`config.mk`:
```
export PLATFORM = sky130hd
export DESIGN_NAME = bt656cap_top
export DESIGN_NICKNAME = d
export VERILOG_FILES = /design/src/hdl/bt656_pkg.sv /design/src/hdl/pix_pkg.sv /design/src/hdl/bt656cap_colorspace.sv /design/src/hdl/bt656cap_decoder.sv /design/src/hdl/bt656cap_raster.sv /design/src/hdl/bt656cap_top.sv
export SDC_FILE = /design/constraint.sdc
export NUM_CORES = 1
export LEC_CHECK = 0
export BUFFER_PORTS_ARGS = -buffer_cell sky130_fd_sc_hd__buf_2
export CAP_MARGIN = 20
export CORE_MARGIN = 3
export CORE_UTILIZATION = 60
export DETAILED_ROUTE_END_ITERATION = 8
export GPL_ROUTABILITY_DRIVEN = 0
export GPL_TIMING_DRIVEN = 0
export PLACE_DENSITY = 0.89
export SYNTH_ARGS = -nofsm -noshare
export SYNTH_HDL_FRONTEND = slang
export SYNTH_SLANG_ARGS = --single-unit
```
`constraint.sdc`:
```
create_clock -name vid_clk -period 13.5 [get_ports vid_clk]
set_input_delay 0.675 -clock vid_clk [delete_from_list [all_inputs] [get_ports vid_clk]]
set_output_delay 0.675 -clock vid_clk [all_outputs]
set_load 0.03 [all_outputs]
```
`src/hdl/bt656_pkg.sv`:
```
/* BT.656 stream definitions: timing reference preamble,
   code byte layout and the protection nibble table. */

package bt656_pkg;

	// **********************************************************
	// timing reference preamble
	// **********************************************************

	localparam logic [7:0] preamble_ff = 8'hff; // first preamble byte.
	localparam logic [7:0] preamble_00 = 8'h00; // second and third preamble bytes.

	// **********************************************************
	// code byte XY, laid out as 1 F V H P3 P2 P1 P0
	// **********************************************************

	localparam int xy_bit_one = 7; // always set in a legal code byte.
	localparam int xy_bit_f   = 6; // field, 0 for field 1 and 1 for field 2.
	localparam int xy_bit_v   = 5; // set during vertical blanking.
	localparam int xy_bit_h   = 4; // 0 at start of active video, 1 at its end.

	// Protection nibbles for every F V H combination, index {F, V, H}.
	// P3 = V^H, P2 = F^H, P1 = F^V, P0 = F^V^H.
	localparam logic [7:0][3:0] xy_prot_table = {
		4'h1, // F V H = 111.
		4'hc, // 110.
		4'ha, // 101.
		4'h7, // 100.
		4'h6, // 011.
		4'hb, // 010.
		4'hd, // 001.
		4'h0  // 000.
	};

endpackage

```
`src/hdl/pix_pkg.sv`:
```
/* Pixel data definitions: YCbCr words, stream tags, RGB565 pairs,
   the raster output record and the colorspace coefficients. */

package pix_pkg;

	// **********************************************************
	// raster dimensions
	// **********************************************************

	localparam int x_width = 10; // up to 1024 pixel pairs per line.
	localparam int y_width = 9;  // up to 512 lines per field.

	// **********************************************************
	// payload records
	// **********************************************************

	// One 4:2:2 quadruple as it arrives on the wire, cb first.
	typedef struct packed {
		logic [7:0] cb;
		logic [7:0] y0;
		logic [7:0] cr;
		logic [7:0] y1;
	} ycc_word_t;

	typedef struct packed {
		logic field; // F bit of the start code.
		logic sol;   // first word of an active line.
	} vid_tag_t;

	typedef struct packed {
		logic [4:0] r;
		logic [5:0] g;
		logic [4:0] b;
	} rgb565_t;

	// Pixel 0 is the left one and sits in the upper half.
	typedef struct packed {
		rgb565_t p0;
		rgb565_t p1;
	} rgb_pair_t;

	typedef struct packed {
		logic               field;
		logic [x_width-1:0] x;
		logic [y_width-1:0] y;
		rgb_pair_t          pair;
	} pix_out_t;

	// **********************************************************
	// conversion coefficients, scaled by 256
	// **********************************************************

	localparam int coef_width = 10;

	localparam logic signed [coef_width-1:0] coef_cr_r = 10'sd359; // 1.402.
	localparam logic signed [coef_width-1:0] coef_cb_b = 10'sd454; // 1.772.
	localparam logic signed [coef_width-1:0] coef_cb_g = 10'sd88;  // 0.344.
	localparam logic signed [coef_width-1:0] coef_cr_g = 10'sd183; // 0.714.

endpackage

```
`src/hdl/bt656cap_colorspace.sv`:
```
/* YCbCr 4:2:2 to RGB565 converter with one shared multiplier,
   a five-state sequence and saturation to 0..255. */

`timescale 1ns/1ps

module bt656cap_colorspace (
	input  logic               vid_clk,
	input  logic               rst_n_i,
	input  logic               stb_i,
	input  pix_pkg::vid_tag_t  tag_i,
	input  pix_pkg::ycc_word_t ycc_i,
	output logic               stb_o,
	output pix_pkg::vid_tag_t  tag_o,
	output pix_pkg::rgb_pair_t rgb_o
);

	typedef enum logic [2:0] {
		s_idle,
		s_red,
		s_blue,
		s_green,
		s_out
	} state_t;

	state_t state;
	state_t state_nxt;

	logic signed [7:0]  cb_s;
	logic signed [7:0]  y0_s;
	logic signed [7:0]  cr_s;
	logic signed [7:0]  y1_s;

	logic               sel_cr;   // multiply Cr instead of Cb.
	logic [1:0]         sel_coef;
	logic signed [7:0]  mult_a;
	logic signed [9:0]  mult_b;
	logic signed [17:0] mult_q;
	logic signed [9:0]  term;

	logic               load_y;
	logic               add_r;
	logic               add_b;
	logic               sub_g;
	logic               out_en;

	logic signed [9:0]  r0_q, g0_q, b0_q;
	logic signed [9:0]  r1_q, g1_q, b1_q;
	logic signed [9:0]  g0_fin;
	logic signed [9:0]  g1_fin;
	pix_pkg::vid_tag_t  tag_q;

	// negative clamps to 0, above 255 clamps to 255.
	function automatic logic [7:0] sat8(input logic signed [9:0] v);
		logic [7:0] res;
		res = v[7:0] | {8{v[8]}};
		return res & {8{~v[9]}};
	endfunction

	function automatic pix_pkg::rgb565_t to565(
		input logic signed [9:0] r,
		input logic signed [9:0] g,
		input logic signed [9:0] b
	);
		logic [7:0] r8;
		logic [7:0] g8;
		logic [7:0] b8;
		r8 = sat8(r);
		g8 = sat8(g);
		b8 = sat8(b);
		return '{r: r8[7:3], g: g8[7:2], b: b8[7:3]};
	endfunction

	// **********************************************************
	// datapath
	// **********************************************************

	assign cb_s = ycc_i.cb - 8'd128;
	assign y0_s = ycc_i.y0 - 8'd128;
	assign cr_s = ycc_i.cr - 8'd128;
	assign y1_s = ycc_i.y1 - 8'd128;

	assign mult_a = sel_cr ? cr_s : cb_s;

	always_comb begin
		case (sel_coef)
			2'd0: mult_b = pix_pkg::coef_cr_r;
			2'd1: mult_b = pix_pkg::coef_cb_b;
			2'd2: mult_b = pix_pkg::coef_cb_g;
			default: mult_b = pix_pkg::coef_cr_g;
		endcase
	end

	always_ff @(posedge vid_clk) begin
		mult_q <= mult_a * mult_b;
	end

	assign term = mult_q[17:8]; // drop the 8 fraction bits.

	always_ff @(posedge vid_clk) begin
		if (load_y) begin
			r0_q <= y0_s;
			g0_q <= y0_s;
			b0_q <= y0_s;
			r1_q <= y1_s;
			g1_q <= y1_s;
			b1_q <= y1_s;
		end
		if (add_r) begin
			r0_q <= r0_q + term;
			r1_q <= r1_q + term;
		end
		if (add_b) begin
			b0_q <= b0_q + term;
			b1_q <= b1_q + term;
		end
		if (sub_g) begin
			g0_q <= g0_q - term;
			g1_q <= g1_q - term;
		end
	end

	// The Cr term of green is still in the multiplier output.
	assign g0_fin = g0_q - term;
	assign g1_fin = g1_q - term;

	always_ff @(posedge vid_clk) begin
		if (stb_i) begin
			tag_q <= tag_i;
		end
		if (out_en) begin
			tag_o    <= tag_q;
			rgb_o.p0 <= to565(r0_q, g0_fin, b0_q);
			rgb_o.p1 <= to565(r1_q, g1_fin, b1_q);
		end
	end

	// **********************************************************
	// controller
	// **********************************************************

	always_ff @(posedge vid_clk or negedge rst_n_i) begin
		if (!rst_n_i) begin
			state <= s_idle;
			stb_o <= 1'b0;
		end else begin
			state <= state_nxt;
			stb_o <= out_en;
		end
	end

	always_comb begin
		sel_cr    = 1'b1;
		sel_coef  = 2'd0;
		load_y    = 1'b0;
		add_r     = 1'b0;
		add_b     = 1'b0;
		sub_g     = 1'b0;
		out_en    = 1'b0;
		state_nxt = state;
		case (state)
			s_idle: begin
				load_y = 1'b1;                   // Cr * 1.402 runs meanwhile.
				if (stb_i) state_nxt = s_red;
			end
			s_red: begin
				add_r     = 1'b1;
				sel_cr    = 1'b0;
				sel_coef  = 2'd1;                // Cb * 1.772.
				state_nxt = s_blue;
			end
			s_blue: begin
				add_b     = 1'b1;
				sel_cr    = 1'b0;
				sel_coef  = 2'd2;                // Cb * 0.344.
				state_nxt = s_green;
			end
			s_green: begin
				sub_g     = 1'b1;
				sel_coef  = 2'd3;                // Cr * 0.714.
				state_nxt = s_out;
			end
			s_out: begin
				out_en    = 1'b1;
				load_y    = 1'b1;                // a following word starts here.
				state_nxt = stb_i ? s_red : s_idle;
			end
			default: state_nxt = s_idle;
		endcase
	end

	// Relies on the decoder spacing its words.
	a_no_stb_busy: assert property (@(posedge vid_clk) disable iff (!rst_n_i)
		(state inside {s_red, s_blue, s_green}) |-> !stb_i);

endmodule

```
`src/hdl/bt656cap_decoder.sv`:
```
/* BT.656 decoder: finds timing reference codes, tracks field and
   active video, and packs Cb Y0 Cr Y1 bytes into tagged words. */

`timescale 1ns/1ps

module bt656cap_decoder (
	input  logic               vid_clk,
	input  logic               rst_n_i,
	input  logic [7:0]         vid_data_i,
	output logic               word_stb_o,
	output pix_pkg::ycc_word_t word_o,
	output pix_pkg::vid_tag_t  tag_o
);

	logic [3:0][7:0] hist;   // byte history, hist[0] is the newest.
	logic [7:0]      xy;
	logic [2:0]      fvh;
	logic            pre_ok;
	logic            code_ok;
	logic            code_sav;
	logic            emit;

	logic            active; // inside active video.
	logic            field_q;
	logic            sol_pend;
	logic [1:0]      phase;  // position of hist[0] within the quadruple.

	logic [7:0]      cb_q;
	logic [7:0]      y0_q;
	logic [7:0]      cr_q;

	// **********************************************************
	// timing reference detection
	// **********************************************************

	assign xy = hist[0];
	assign fvh = {xy[bt656_pkg::xy_bit_f], xy[bt656_pkg::xy_bit_v], xy[bt656_pkg::xy_bit_h]};

	assign pre_ok = (hist[3] == bt656_pkg::preamble_ff) &&
		(hist[2] == bt656_pkg::preamble_00) &&
		(hist[1] == bt656_pkg::preamble_00);

	// Inside active video a code can only end on a quadruple boundary.
	assign code_ok = pre_ok && xy[bt656_pkg::xy_bit_one] &&
		(xy[3:0] == bt656_pkg::xy_prot_table[fvh]) &&
		(!active || (phase == 2'd3));

	// start of active video outside vertical blanking.
	assign code_sav = !xy[bt656_pkg::xy_bit_h] && !xy[bt656_pkg::xy_bit_v];

	// The preamble bytes of an end code never leave as a word.
	assign emit = active && (phase == 2'd3) && !pre_ok;

	// **********************************************************
	// control
	// **********************************************************

	always_ff @(posedge vid_clk or negedge rst_n_i) begin
		if (!rst_n_i) begin
			hist       <= '0;
			active     <= 1'b0;
			field_q    <= 1'b0;
			sol_pend   <= 1'b0;
			phase      <= 2'd0;
			word_stb_o <= 1'b0;
		end else begin
			hist       <= {hist[2:0], vid_data_i};
			word_stb_o <= emit;
			phase      <= phase + 2'd1;
			if (code_ok) begin
				active <= code_sav;        // any other code closes the line.
				phase  <= 2'd0;            // the next byte is Cb.
				if (code_sav) begin
					field_q  <= xy[bt656_pkg::xy_bit_f];
					sol_pend <= 1'b1;
				end
			end else if (emit) begin
				sol_pend <= 1'b0;
			end
		end
	end

	// **********************************************************
	// word assembly
	// **********************************************************

	always_ff @(posedge vid_clk) begin
		if (active) begin
			case (phase)
				2'd0: cb_q <= hist[0];
				2'd1: y0_q <= hist[0];
				2'd2: cr_q <= hist[0];
				default: ;                 // Y1 goes straight into the word.
			endcase
		end
		if (emit) begin
			word_o <= '{cb: cb_q, y0: y0_q, cr: cr_q, y1: hist[0]};
			tag_o  <= '{field: field_q, sol: sol_pend};
		end
	end

	// The converter needs four cycles per word.
	a_word_spacing: assert property (@(posedge vid_clk) disable iff (!rst_n_i)
		word_stb_o |=> !word_stb_o [*3]);

endmodule

```
`src/hdl/bt656cap_raster.sv`:
```
/* Raster stage: tags each RGB565 pair with its column and line. */

`timescale 1ns/1ps

module bt656cap_raster (
	input  logic               vid_clk,
	input  logic               rst_n_i,
	input  logic               stb_i,
	input  pix_pkg::vid_tag_t  tag_i,
	input  pix_pkg::rgb_pair_t rgb_i,
	output logic               pix_stb_o,
	output pix_pkg::pix_out_t  pix_o
);

	logic [pix_pkg::x_width-1:0] x_q;
	logic [pix_pkg::x_width-1:0] x_nxt;
	logic [pix_pkg::y_width-1:0] y_q;
	logic [pix_pkg::y_width-1:0] y_nxt;
	logic                        fld_q;  // field of the last line.
	logic                        seen_q; // a line has started since reset.
	logic                        new_field;

	assign new_field = !seen_q || (tag_i.field != fld_q);

	always_comb begin
		x_nxt = x_q + 1'b1;
		y_nxt = y_q;
		if (tag_i.sol) begin
			x_nxt = '0;
			y_nxt = new_field ? '0 : y_q + 1'b1;
		end
	end

	always_ff @(posedge vid_clk or negedge rst_n_i) begin
		if (!rst_n_i) begin
			x_q       <= '0;
			y_q       <= '0;
			fld_q     <= 1'b0;
			seen_q    <= 1'b0;
			pix_stb_o <= 1'b0;
		end else begin
			pix_stb_o <= stb_i;
			if (stb_i) begin
				x_q <= x_nxt;
				y_q <= y_nxt;
				if (tag_i.sol) begin
					fld_q  <= tag_i.field;
					seen_q <= 1'b1;
				end
			end
		end
	end

	always_ff @(posedge vid_clk) begin
		if (stb_i) begin
			pix_o <= '{field: tag_i.field, x: x_nxt, y: y_nxt, pair: rgb_i};
		end
	end

	// Only the first pair of a line may sit at column 0.
	a_x_no_wrap: assert property (@(posedge vid_clk) disable iff (!rst_n_i)
		(stb_i && !tag_i.sol) |=> (pix_o.x != '0));

endmodule

```
`src/hdl/bt656cap_top.sv`:
```
/* BT.656 capture core: decoder, colorspace converter and raster
   stage in a chain, from the byte stream to addressed RGB565 pairs. */

`timescale 1ns/1ps

module bt656cap_top (
	input  logic              vid_clk,
	input  logic              rst_n_i,
	input  logic [7:0]        vid_data_i,
	output logic              pix_stb_o,
	output pix_pkg::pix_out_t pix_o
);

	logic               word_stb;
	pix_pkg::ycc_word_t word;
	pix_pkg::vid_tag_t  tag;

	logic               rgb_stb;
	pix_pkg::rgb_pair_t rgb;
	pix_pkg::vid_tag_t  rgb_tag;

	bt656cap_decoder u_decoder (
		.vid_clk    (vid_clk),
		.rst_n_i    (rst_n_i),
		.vid_data_i (vid_data_i),
		.word_stb_o (word_stb),
		.word_o     (word),
		.tag_o      (tag)
	);

	bt656cap_colorspace u_colorspace (
		.vid_clk (vid_clk),
		.rst_n_i (rst_n_i),
		.stb_i   (word_stb),
		.tag_i   (tag),
		.ycc_i   (word),
		.stb_o   (rgb_stb),
		.tag_o   (rgb_tag),
		.rgb_o   (rgb)
	);

	bt656cap_raster u_raster (
		.vid_clk   (vid_clk),
		.rst_n_i   (rst_n_i),
		.stb_i     (rgb_stb),
		.tag_i     (rgb_tag),
		.rgb_i     (rgb),
		.pix_stb_o (pix_stb_o),
		.pix_o     (pix_o)
	);

endmodule

```
==> impl_metrics.py <==
metrics = {
    "outcome": {
        "outcome": "completed",
    },
    "routing": {
        "vias": 9499,
        "drc": 0,
        "first_iter_violations": 786,
        "wl_per_cell_um": 18.56,
        "routed_wl_um": 30030,
        "dr.pass1.iters": 5,
        "ant_nets": 0,
        "vias_per_cell": 5.871,
    },
    "clock_network": {
        "clockBufferDepth": 3,
        "clock-root-buffer": "clkbuf_16",
        "cts_resized": 0,
        "cts.sinks": 280,
        "tritoncts": "yes",
        "path_clk_slew_ns": 0.06,
        "cts_buffers": 29,
        "insertion_delay_ns": 0.56,
        "postCtsSetupBuffers": 0,
        "cts_hold_buf": 0,
        "htreeDepth": 1,
    },
    "floorplan": {
        "core_area_sq_um": 23750,
        "start_util_pct": 61.68,
        "die_h_um": 162.3,
        "io_pins": 63,
        "rows": 56,
        "fp.dieW_um": 162.3,
        "dieArea_sq_um": 26330,
    },
    "critical_path": {
        "reg2reg_from": "u_colorspace.state[2]",
        "worstSetupPathType": "reg -> reg",
        "r2r-end": "u_colorspace.mult_q[13]",
        "cp_data_required_time_ns": 13.97,
        "arrival_ns": 6.56,
        "worst_setup_path_end_kind": "flip-flop",
        "worst_setup_path_start_kind": "flip-flop",
        "r2r_setup_slack_ns": 7.41,
        "crit_fanout": 11,
        "crit_end": "u_colorspace.mult_q[13]",
        "startpoint": "u_colorspace.state[2]",
        "reg2reg_depth": 22,
    },
    "sta": {
        "drv_slew": 0,
        "fin_crit_sh_pct": 45.15,
        "fin_skew_ns": 0.01317,
        "period_needed_ns": 6.095,
        "setup_tns_ns": 0,
        "hold_viol": 0,
        "slew_headroom_pct": 35.42,
        "rsz0062_at_grt": "false",
        "setup_viol_count_final": 0,
        "worst_pin_slew_ns": 0.9664,
        "max_freq_mhz": 164.1,
    },
    "global_route": {
        "grt_pass1_wl_um": 49210,
        "grt_usage_pct": 23.33,
        "antenna_found_initial": 0,
        "grt_start_max_net_pins": 42,
        "grt_pass1_vias": 9836,
        "grt_overflow": 0,
    },
    "synthesis": {
        "synth_cell_types": 71,
        "synth_nets": 1339,
        "synth_seq_cells": 280,
        "ys_seq_area_share_pct": 54.52,
        "ys.flop_type": "edfxtp_1",
        "yosys_warnings": 0,
        "syn_avg_cell_area_sq_um": 12.46,
        "syn_inst": 1176,
        "netlist_area_sq_um": 14650,
        "synthArstFlopShare_pct": 22.86,
        "synth_edf_count": 206,
    },
    "worst_hold_path": {
        "hold_class": "in -> async",
    },
    "pwr": {
        "clockPowerShare_pct": 18.9,
        "pwr-share-comb_pct": 54.7,
        "p_seq_share_pct": 26.3,
        "leakagePower_nw": 6.988,
        "p_int_mw": 2.516,
        "p_per_area_nw_per_um2": 258.3,
        "p_sw_mw": 1.736,
        "sw_frac_of_total_pct": 40.83,
        "ir_drop_mv": 0.3530,
    },
    "final_layout": {
        "final_util_pct": 69.31,
        "final_cell_mix": "edfxtp_1 (206), nor2_1 (115), ha_1 (107)",
        "nFillCells": 1543,
        "area_delta_synth_final_pct": 12.36,
        "nets": 1439,
        "diodes": 0,
        "multiInputGateArea_sq_um": 6206,
        "final_common_cell": "edfxtp_1",
        "seqCellArea_sq_um": 7989,
        "drive_above_1_share_pct": 14.47,
    },
    "placement": {
        "io_buffers": 62,
        "place_hpwl_um": 21050,
    },
    "flow_run": {
        "drv_cap": 0,
    },
}
==> power groups by stage <==
stage | combinational, mW | clock [mW] | sequential (mW)
after floorplan | 1.79 | 0 | 1.10
after global placement | 2.14 | 0 | 1.13
after detailed placement | 2.29 | 0 | 1.14
after CTS | 2.32 | 0.817 | 1.12
after global routing | 2.63 | 0.847 | 1.13
final | 2.33 | 0.805 | 1.12
==> layer usage <==
| layer | GRT usage, % | vias to the layer above | part of all wire, % |
|---|---|---|---|
| met5 | 0 | - | 0 |
| met4 | 10.04 | 0 | 4.2 |
| met3 | 3.239 | 105 | 6.2 |
| met2 | 40.89 | 386 | 50 |
| met1 | 29.10 | 4627 | 40 |
| li1 | - | 4381 | - |
==> cell families (layout without fill, tap and decap cells) <==
kind of cell,after synthesis,count (layout),share of synthesized area [%]
simple gates,309,309,10.20
flops,280,280,54.52
compound gates,210,210,9.582
fa+ha+maj,153,153,15.42
buf+inv,121,244,3.288
xor+xnor,66,66,4.219
mux,37,37,2.775
==> worst min-delay path by stage <==
| stage | endpoint | depth (start not counted) | slack [ns] |
|---|---|---|---|
| 4_1_cts | u_decoder.hist[15] | 1 | 0.09 |
| 6_report | u_decoder.hist[15] | 1 | 0.1 |
| 2_1_floorplan | u_decoder.hist[26] | 0 | 0.35 |
| 3_5_place_dp | u_decoder.hist[22] | 0 | 0.36 |
| 3_3_place_gp | u_decoder.hist[29] | 0 | 0.36 |
| 5_1_grt | u_decoder.hist[12] | 1 | 0.13 |
==> synth_stat cells (20+ instances only) <==
master | number | area share [%]
nor2_1 | 116 | 3.0
xnor2_1 | 33 | 2.0
nor2b_1 | 22 | 0.94
a21oi_1 | 38 | 1.3
dfrtp_1 | 64 | 11
a21o_1 | 20 | 1.0
nand2_1 | 64 | 1.6
inv_1 | 93 | 2.4
nand2b_1 | 22 | 0.94
o21ai_0 | 61 | 2.1
edfxtp_1 | 206 | 42
xor2_1 | 30 | 1.8
fa_1 | 46 | 6.3
ha_1 | 107 | 9.1
mux2_2 | 21 | 1.6
o21a_1 | 28 | 1.4
==> stage by stage <==
step	power (mW)	instance area, sq um	instances	hold slack, ns	worst slack (ns)
after global routing	4.604	16460	1618	0.1262	7.052
after global placement	3.272	15360	1557	0.3572	7.664
after detailed placement	3.421	15490	1564	0.3618	7.469
after CTS	4.258	16460	1618	0.08571	7.421
after floorplan	2.895	14650	1176	0.3454	8.404
final	4.253	16460	1618	0.09767	7.405
==> registers in the layout, summed over array words and instances (netlist names), 9 cells and up <==
signal and flops:
u_decoder.hist 24, u_colorspace.r0_q 10, u_colorspace.g0_q 10, u_colorspace.b1_q 10, u_decoder.word_o 32, u_raster.x_q 10
u_colorspace.r1_q 10, u_raster.pix_o 52, u_colorspace.rgb_o 32, u_colorspace.b0_q 10, u_colorspace.g1_q 10, u_colorspace.mult_q 10
u_raster.y_q 9
==> layout make-up <==
type	instances	share of cell area, %
Sequential cell	280	48.53
Multi-Input combinational cell	775	37.70
Clock buffer	35	4.545
Timing Repair Buffer	69	2.539
Tap cell	319	2.425
Inverter	96	2.204
Clock inverter	19	1.338
Buffer	25	0.7221
==> worst max-delay path, stage by stage (launching register included) <==
cell	delay [ns]
dfrtp_1	0.38
buf_2	0.19
nand2b_1	0.15
buf_2	0.21
inv_4	0.15
ha_1	0.32
clkbuf_1	0.39
nor2_1	0.15
fa_1	0.52
inv_1	0.06
fa_1	0.53
inv_1	0.06
fa_1	0.53
inv_1	0.07
fa_1	0.54
inv_1	0.04
ha_1	0.30
nor3_1	0.29
nor2_1	0.09
a221oi_2	0.45
o21bai_1	0.17
a21oi_1	0.23
xnor2_1	0.16
Note: power is estimated with default switching activity, not from simulation.
